===== src/scope_pkg.sv =====
/* scope_pkg
   shared VGA timing, grid and trace constants, sample and capture types */

`default_nettype none

package scope_pkg;

   // horizontal timing in pixels
   localparam int h_visible = 640;
   localparam int h_front   = 16;
   localparam int h_sync    = 96;
   localparam int h_total   = 800;

   // vertical timing in lines
   localparam int v_visible = 480;
   localparam int v_front   = 10;
   localparam int v_sync    = 2;
   localparam int v_total   = 525;

   // grid spacing
   localparam int grid_x_step = 64;
   localparam int grid_y_step = 60;

   // trace geometry, row of sample value 0
   localparam int trace_len  = 256;
   localparam int trace_base = 400;

   localparam logic [11:0] colour_grid  = 12'h444;
   localparam logic [11:0] colour_level = 12'hF00;
   localparam logic [11:0] colour_trace = 12'h0F0;
   localparam logic [11:0] colour_back  = 12'h000;

   typedef logic [11:0] sample_t;

   typedef enum logic [1:0] {armed, capturing, holding} capture_state_t;

   // screen row of a sample value, top 8 bits only
   function automatic logic [10:0] sample_row(sample_t s);
      return 11'(trace_base) - 11'(s >> 4);
   endfunction

endpackage

`default_nettype wire


===== src/vga_if.sv =====
/* vga_if
   pixel position, sync, blanking and colour passed between pixel stages */

`timescale 1ns/1ps
`default_nettype none

interface vga_if;
   logic [10:0] hcount;
   logic [10:0] vcount;
   logic        hsync;
   logic        vsync;
   logic        hblnk;
   logic        vblnk;
   logic [11:0] rgb;

   // producer side
   modport out (output hcount, vcount, hsync, vsync, hblnk, vblnk, rgb);
   // consumer side
   modport in (input hcount, vcount, hsync, vsync, hblnk, vblnk, rgb);
endinterface

`default_nettype wire


===== src/vga_timing.sv =====
/* vga_timing
   640x480 at 60 Hz counters with sync, blanking and a frame-start pulse */

`timescale 1ns/1ps
`default_nettype none

module vga_timing (
   input  logic clk,
   input  logic rst_n,
   vga_if.out   out,
   output logic frame_start
);
   import scope_pkg::*;

   logic [10:0] hcount;
   logic [10:0] vcount;
   logic        line_end;
   logic        frame_end;

   // last pixel of a line, last line of a frame
   assign line_end  = (hcount == 11'(h_total - 1));
   assign frame_end = line_end && (vcount == 11'(v_total - 1));

   always_ff @(posedge clk) begin
      if (!rst_n) begin
         hcount      <= '0;
         vcount      <= '0;
         frame_start <= 1'b0;
      end else begin
         // pulse lines up with both counters at 0
         frame_start <= frame_end;
         if (line_end) begin
            hcount <= '0;
            if (frame_end) begin
               vcount <= '0;
            end else begin
               vcount <= vcount + 11'd1;
            end
         end else begin
            hcount <= hcount + 11'd1;
         end
      end
   end

   assign out.hcount = hcount;
   assign out.vcount = vcount;

   // blanking past the visible area
   assign out.hblnk = (hcount >= 11'(h_visible));
   assign out.vblnk = (vcount >= 11'(v_visible));

   // sync active low inside its window
   assign out.hsync = !((hcount >= 11'(h_visible + h_front)) &&
                        (hcount <  11'(h_visible + h_front + h_sync)));
   assign out.vsync = !((vcount >= 11'(v_visible + v_front)) &&
                        (vcount <  11'(v_visible + v_front + v_sync)));

   // no colour at the source
   assign out.rgb = 12'h000;

endmodule

`default_nettype wire


===== src/trigger_capture.sv =====
/* trigger_capture
   rising-edge trigger, capture FSM and 256-entry sample buffer */

`timescale 1ns/1ps
`default_nettype none

module trigger_capture (
   input  logic               clk,
   input  logic               rst_n,
   input  scope_pkg::sample_t sample,
   input  logic               sample_valid,
   output logic               sample_ready,
   input  scope_pkg::sample_t trigger_level,
   input  logic               frame_start,
   input  logic [7:0]         rd_addr,
   output scope_pkg::sample_t rd_data,
   output logic               has_capture
);
   import scope_pkg::*;

   capture_state_t state;
   logic [7:0]     wr_ptr;
   logic [7:0]     wr_addr;
   logic           prev_below;
   logic           accept;
   logic           crossing;
   logic           wr_en;
   sample_t        buffer [trace_len];

   // back-pressure only while holding
   assign sample_ready = (state != holding);
   assign accept       = sample_valid && sample_ready;

   // previous sample below, this one at or above
   assign crossing = prev_below && (sample >= trigger_level);

   // trigger sample lands at 0, the rest follow the pointer
   assign wr_en   = accept && ((state == capturing) || ((state == armed) && crossing));
   assign wr_addr = (state == armed) ? 8'd0 : wr_ptr;

   always_ff @(posedge clk) begin
      if (!rst_n) begin
         state       <= armed;
         wr_ptr      <= '0;
         prev_below  <= 1'b0;
         has_capture <= 1'b0;
      end else begin
         if (accept) begin
            prev_below <= (sample < trigger_level);
         end
         case (state)
            armed: begin
               if (accept && crossing) begin
                  state  <= capturing;
                  wr_ptr <= 8'd1;
               end
            end
            capturing: begin
               if (accept) begin
                  wr_ptr <= wr_ptr + 8'd1;
                  // 256th sample written
                  if (wr_ptr == 8'(trace_len - 1)) begin
                     state       <= holding;
                     has_capture <= 1'b1;
                  end
               end
            end
            holding: begin
               // rearm on the next frame
               if (frame_start) begin
                  state <= armed;
               end
            end
            default: state <= armed;
         endcase
      end
   end

   // buffer write and registered read port
   always_ff @(posedge clk) begin
      if (wr_en) begin
         buffer[wr_addr] <= sample;
      end
      rd_data <= buffer[rd_addr];
   end

endmodule

`default_nettype wire


===== src/draw_grid.sv =====
/* draw_grid
   background, grid lines and trigger-level row, one register stage */

`timescale 1ns/1ps
`default_nettype none

module draw_grid (
   input  logic               clk,
   input  logic               rst_n,
   vga_if.in                  in,
   vga_if.out                 out,
   input  scope_pkg::sample_t trigger_level
);
   import scope_pkg::*;

   logic [10:0] level_row;
   logic [11:0] rgb_nxt;

   // same mapping as a drawn sample
   assign level_row = sample_row(trigger_level);

   always_comb begin
      if (in.hblnk || in.vblnk) begin
         rgb_nxt = 12'h000;
      end else if (in.vcount == level_row) begin
         rgb_nxt = colour_level;
      end else if ((in.hcount % grid_x_step == 0) || (in.vcount % grid_y_step == 0)) begin
         rgb_nxt = colour_grid;
      end else begin
         rgb_nxt = colour_back;
      end
   end

   always_ff @(posedge clk) begin
      if (!rst_n) begin
         out.hcount <= '0;
         out.vcount <= '0;
         // sync idles high
         out.hsync  <= 1'b1;
         out.vsync  <= 1'b1;
         out.hblnk  <= 1'b0;
         out.vblnk  <= 1'b0;
         out.rgb    <= '0;
      end else begin
         out.hcount <= in.hcount;
         out.vcount <= in.vcount;
         out.hsync  <= in.hsync;
         out.vsync  <= in.vsync;
         out.hblnk  <= in.hblnk;
         out.vblnk  <= in.vblnk;
         out.rgb    <= rgb_nxt;
      end
   end

endmodule

`default_nettype wire


===== src/draw_trace.sv =====
/* draw_trace
   reads the capture buffer by column and paints the trace over the grid */

`timescale 1ns/1ps
`default_nettype none

module draw_trace (
   input  logic               clk,
   input  logic               rst_n,
   vga_if.in                  in,
   vga_if.out                 out,
   output logic [7:0]         rd_addr,
   input  scope_pkg::sample_t rd_data,
   input  logic               has_capture
);
   import scope_pkg::*;

   logic [10:0] hcount_d;
   logic [10:0] vcount_d;
   logic        hsync_d;
   logic        vsync_d;
   logic        hblnk_d;
   logic        vblnk_d;
   logic [11:0] rgb_d;
   logic        hit;

   // column selects the sample, data returns next clock
   assign rd_addr = in.hcount[7:0];

   // delay the pixel by the read latency
   always_ff @(posedge clk) begin
      if (!rst_n) begin
         hcount_d <= '0;
         vcount_d <= '0;
         hsync_d  <= 1'b1;
         vsync_d  <= 1'b1;
         hblnk_d  <= 1'b0;
         vblnk_d  <= 1'b0;
         rgb_d    <= '0;
      end else begin
         hcount_d <= in.hcount;
         vcount_d <= in.vcount;
         hsync_d  <= in.hsync;
         vsync_d  <= in.vsync;
         hblnk_d  <= in.hblnk;
         vblnk_d  <= in.vblnk;
         rgb_d    <= in.rgb;
      end
   end

   // trace pixel: captured, visible, inside trace width, on the sample row
   assign hit = has_capture && !hblnk_d && !vblnk_d &&
                (hcount_d < 11'(trace_len)) &&
                (vcount_d == sample_row(rd_data));

   assign out.hcount = hcount_d;
   assign out.vcount = vcount_d;
   assign out.hsync  = hsync_d;
   assign out.vsync  = vsync_d;
   assign out.hblnk  = hblnk_d;
   assign out.vblnk  = vblnk_d;
   // otherwise grid colour passes through
   assign out.rgb    = hit ? colour_trace : rgb_d;

endmodule

`default_nettype wire


===== src/top_scope.sv =====
/* top_scope
   VGA scope display: timing, grid and trace stages fed by the trigger buffer */

`timescale 1ns/1ps
`default_nettype none

module top_scope (
   input  logic        clk,
   input  logic        rst_n,
   input  logic [11:0] sample,
   input  logic        sample_valid,
   output logic        sample_ready,
   input  logic [11:0] trigger_level,
   output logic        hs,
   output logic        vs,
   output logic [3:0]  r,
   output logic [3:0]  g,
   output logic [3:0]  b
);

   logic        frame_start;
   logic [7:0]  rd_addr;
   logic [11:0] rd_data;
   logic        has_capture;

   // stage links
   vga_if tim_bus ();
   vga_if grid_bus ();
   vga_if trace_bus ();

   // pins two clocks behind the counters
   assign hs        = trace_bus.hsync;
   assign vs        = trace_bus.vsync;
   assign {r, g, b} = trace_bus.rgb;

   vga_timing u_vga_timing (
      .clk,
      .rst_n,
      .out(tim_bus),
      .frame_start
   );

   trigger_capture u_trigger_capture (
      .clk,
      .rst_n,
      .sample,
      .sample_valid,
      .sample_ready,
      .trigger_level,
      .frame_start,
      .rd_addr,
      .rd_data,
      .has_capture
   );

   draw_grid u_draw_grid (
      .clk,
      .rst_n,
      .in(tim_bus),
      .out(grid_bus),
      .trigger_level
   );

   draw_trace u_draw_trace (
      .clk,
      .rst_n,
      .in(grid_bus),
      .out(trace_bus),
      .rd_addr,
      .rd_data,
      .has_capture
   );

endmodule

`default_nettype wire


===== config.mk =====
export PLATFORM = sky130hd
export DESIGN_NAME = top_scope
export DESIGN_NICKNAME = d
export VERILOG_FILES = /design/src/scope_pkg.sv /design/src/vga_if.sv /design/src/vga_timing.sv /design/src/trigger_capture.sv /design/src/draw_grid.sv /design/src/draw_trace.sv /design/src/top_scope.sv
export SDC_FILE = /design/constraint.sdc
export NUM_CORES = 2
export LEC_CHECK = 0
export BUFFER_PORTS_ARGS = -buffer_cell sky130_fd_sc_hd__buf_2
export CORE_MARGIN = 1
export CORE_UTILIZATION = 34
export CTS_CLUSTER_SIZE = 16
export DETAILED_ROUTE_END_ITERATION = 7
export GPL_ROUTABILITY_DRIVEN = 0
export PLACE_DENSITY = 0.53
export SYNTH_ARGS = -nofsm -noshare
export SYNTH_HDL_FRONTEND = slang
export SYNTH_HIERARCHICAL = 1
export SYNTH_SLANG_ARGS = --single-unit

===== constraint.sdc =====
create_clock -name clk -period 3.8 [get_ports clk]
set_clock_uncertainty 0.2 [all_clocks]
set_input_delay 0.19 -clock clk [delete_from_list [all_inputs] [get_ports clk]]
set_output_delay 0.19 -clock clk [all_outputs]
set_load 0.02 [all_outputs]

# Word-level counts from Yosys, hierarchy flattened
# Memory sizes are Yosys's and may differ from the RTL's. A register that Yosys moved wholly into a read port is not among the register bits.
# Cells that the tools add are included.
# W data, S select, Z words.
# word_totals
mem_count,1
reg_bits,111
out_inout_bits,15
in_bits,27
ramBits,3072
# memory_table
memory,depth,width,rd,rd_clocked_by_memory_dff,write_ports,line,text
u_trigger_capture.buffer,256,12,1,1,1,trigger_capture.sv:28,sample_t buffer [trace_len];
# op_classes
n_mux,15
n_div,1
bitwise,1
add_sub_neg,5
order_cmp,9
n_reduce_logical,29
eq_ne,12
# ops
cell,count
$logic_not A32 Y1,2
$mod A11 B6 Y32 const B,1
$mux W12,2
$mux W8,3
$add A11 B1 Y11 const B,2
$eq A11 B10 Y1 const B,2
$eq A11 B11 Y1,2
$ge A11 B10 Y1 const B,2
$ge A11 B9 Y1 const B,2
$lt A11 B9 Y1 const B,2
$mux W11,2
$sub A9 B8 Y10 const A,2
$pmux W8 S2,1
$ge A12 B12 Y1,1
$logic_and A1 B1 Y1,12
$lt A12 B12 Y1,1
$lt A11 B10 Y1 const B,1
$add A8 B1 Y8 const B,1
$eq A8 B8 Y1 const B,1
$mux W2,4
$ne A2 B2 Y1 const B,4
$pmux W2 S3,1
$reduce_and A3 Y1,2
$logic_not A1 Y1,4
11 further kinds,15

# Logic depth before layout (Yosys ltp)
# logic_depth
depth_word,7
depth_mapped,14
depth_no_buf,12

# Hierarchy
# Netlist, hierarchy kept.
# modules_own_cells
module,cells_each,area_each_um2,seq_area_each_um2,n_inst
trigger_capture,5355,118671.3,92728.9,1
draw_grid,248,2003.2,580.6,1
draw_trace,152,1552.7,760.7,1
vga_timing,144,1271.2,460.4,1

# Least setup slack after synthesis
# OpenSTA, ideal clock, no wires.
# synth_path
path_kind,reg2reg
startpoint,reg u_vga_timing.vcount[9] (netlist: u_vga_timing/out.vcount[9])
endpoint,reg u_draw_grid.out.rgb[2]
arrival_time_ns,3.229
required_ns,3.478
path_stages_with_launch,15
path_slack_ns,0.249
period_less_slack_ns,3.551
cell_sequence,dfxtp_1 buf_2 nand3_1 inv_1 ha_1 mux2i_1 nor3_1 or4_1 buf_2 a311oi_4 o21ai_2 o221a_2 and2_1 a311oi_1 nor2_1
# synth_between
elab_chain_len,4
elab_cells_between_ends,8
# synth_lines
item,line,text
from (decl),vga_timing.sv:16,logic [10:0] vcount;
from (signal assigned),vga_timing.sv:37,vcount <= vcount + 11'd1;
$mod A11 B6 Y32,draw_grid.sv:27,end else if ((in.hcount % grid_x_step == 0) || (in.vcount % grid_y_step == 0)) begin
$logic_not A32 Y1,draw_grid.sv:27,
$logic_or A1 B1 Y1,draw_grid.sv:27,
$mux W11,draw_grid.sv:27,
to (signal assigned),draw_grid.sv:51,out.rgb <= rgb_nxt;
to (decl),vga_if.sv:17,"modport out (output hcount, vcount, hsync, vsync, hblnk, vblnk, rgb);"
# Several ways; a longest one is shown, not always the timed one.
# A chain may end at the register's enable or synchronous reset.

==> impl_metrics.ini <==
[run_status]
outcome = complete, no violations

[placed_design]
port_buffers = 41
hpwl_um = 143000
dp_cells = 7827

[worst_setup_path]
startpoint = u_draw_grid/out.hcount[1]
crit_slowest_cell = nor3_2
path_buf_inv = 3
startpoint_type = flip-flop
r2r-start = u_draw_grid/out.hcount[1]
cp.arrival_ns = 4.33
max_stage_delay_ns = 0.68
endpoint_kind = flip-flop
cp_top_family = compound AO/OA/AOI/OAI gates
crit_top_cell = buf_4
required_ns = 4.34
worstSetupPathType = flip-flop to flip-flop
cp.depth = 9
endpoint = u_trigger_capture/rd_data[10]
r2r_setup_slack_ns = 0.02
crit_chain = buf_4, buf_12, buf_4, mux4_2, a221oi_1, o22ai_1, nor3_2, a221oi_2, a21boi_1
worstRegToRegCells = 9
r2r-end = u_trigger_capture/rd_data[10]
cp_max_fo = 25

[logic_synthesis]
ys_warn_count = 6
syn_inst = 4341
netlist_area_um2 = 85100
post_synth.cell_area_avg_um2 = 19.6

[floorplan]
dieArea_um2 = 252000
chipHeight_um = 502
core_area_um2 = 249000
num_io_pins = 42
row_count = 183
die_w_um = 502
initial_core_util_pct = 34.2

[global_route]
grt_max_degree = 195
antenna_found_initial = 9
grt_pass1_wl_um = 323000
grt_pass1_vias = 43705
gr-total-overflow = 0
grt_usage_pct = 17.8

[timing]
tightest_slew_ns = 1.37
setup-violations-final = 0
period_minus_slack_ns = 3.78
fmax_mhz = 264
relSlewSlack_pct = 7.81
final-hold-violation-count = 0
slew_violations = 0
rsz0062_at_grt = false
min_period_over_period_pct = 99.6

[power]
ir_drop_v = 0.000550
powerDensity_nw_per_um2 = 501
power_w = 0.0495
leakage_nw = 30.9

[clocking]
clk_latency_ns = 0.85
cts_buffer_depth = 3
h-tree-depth = 4
cts_root_buf = clkbuf_16
cts_tree = built
path_clk_slew_ns = 0.06
clock_sinks = 2150
cts_buffers = 216

[final_layout]
fin_cells = 8263
num-fill-cells = 22472
nets = 4790
syn2layout_area_growth_pct = 16.0
drive_gt1_share_pct = 27.7

[min_path]
hold_class = input port to flip-flop

[routing]
drtIter0Drc = 4593
drc = 0
final_antenna_net_count = 0
dr.pass1.iters = 5
totalWireLength_um = 225000
viasPerCell = 5.28
dr_total_vias = 43613
wl_per_cell_um = 27.2

[run]
maxCapViolCount = 0
-- routing by layer --
metal  up-vias  track usage [%]  wire length, um
met1     23387             25.0            97600
li1      18482                -                -
met5         -                0                0
met4         0             5.07             5720
met3       285             2.89            14200
met2      1459             28.4           108000
-- registers in the layout, indices dropped and copies added (netlist names), 2 cells and up --
name                       count
u_draw_trace/out.vcount       11
u_trigger_capture/wr_ptr       8
u_draw_grid/out.hcount        11
u_vga_timing/out.vcount       11
u_trigger_capture/buffer    2048
u_draw_grid/out.rgb            3
u_draw_grid/out.vcount        11
u_trigger_capture/rd_data      8
u_trigger_capture/state        2
u_draw_trace/rgb_d            12
u_vga_timing/out.hcount       11
u_draw_trace/out.hcount        3
-- layout by cell type, fill, tap and decap left out, types with 34 or more instances in the layout --
master     count
edfxtp_1    2048
mux4_2       479
buf_4        435
nor2_1       325
clkbuf_16    218
dfxtp_1       96
nand2_1       91
mux2i_1       88
o22ai_1       70
a21oi_1       64
and2_1        63
a22oi_1       60
clkinv_1      48
a22o_1        46
clkinv_2      45
o21ai_0       44
nor3_1        41
clkbuf_1      38
a221oi_1      38
nand3_1       35
buf_12        35
inv_1         34
o221ai_1      34
-- report_power, final --
| part | switching [W] | internal (W) | total (W) |
|---|---|---|---|
| Sequential | 0.0000578 | 0.0259 | 0.0260 |
| Combinational | 0.00125 | 0.000811 | 0.00206 |
| Clock | 0.00907 | 0.0123 | 0.0214 |
-- area by class of cell --
cell class	instances	area [um^2]	share of cell area, %
Antenna cell	2	5.00	0.00507
Clock buffer	262	5680	5.76
Clock inverter	144	1450	1.47
Inverter	34	128	0.129
Multi-Input combinational cell	1807	19200	19.5
Sequential cell	2150	63600	64.4
Tap cell	3330	4170	4.22
Timing Repair Buffer	534	4480	4.54
-- stage by stage --
| step | setup slack [ns] | cell area (um^2) | setup TNS (ns) | utilization, % | hold WS [ns] |
|---|---|---|---|---|---|
| floorplan | 0.249 | 85100 | 0 | - | 0.0630 |
| global placement | -0.485 | 91200 | -1.38 | 36.7 | 0.202 |
| detailed placement | -0.459 | 91200 | -1.28 | 36.7 | 0.203 |
| CTS | 0.0534 | 98600 | 0 | 39.7 | 0.0515 |
| global route | 0.0373 | 98700 | 0 | 39.7 | 0.0877 |
| finish | 0.0162 | 98700 | 0 | 39.7 | 0.105 |
-- how the worst min path moves through the flow --
stage / startpoint / depth (start not counted) / to
2_1_floorplan: rst_n / 1 / u_draw_grid/out.hsync
3_3_place_gp: u_draw_grid/out.vsync / 1 / u_draw_trace/out.vsync
3_5_place_dp: u_draw_grid/out.vsync / 1 / u_draw_trace/out.vsync
4_1_cts: sample[6] / 2 / u_trigger_capture/buffer[234][6]
5_1_grt: sample[6] / 2 / u_trigger_capture/buffer[232][6]
6_report: sample[6] / 2 / u_trigger_capture/buffer[238][6]
-- repair_timing --
| item | CTS | global route |
|---|---|---|
| resized for setup | 10 | 5 |
| setup endpoints to repair | 16 | 14 |
| endpoints found under the hold margin | 822 | 0 |
| hold buffers | 22 | 0 |
| gates cloned | 0 | 1 |
| setup buffers | 0 | 5 |
| pin swaps | 0 | 4 |
Power figures use the tool's default switching activity.
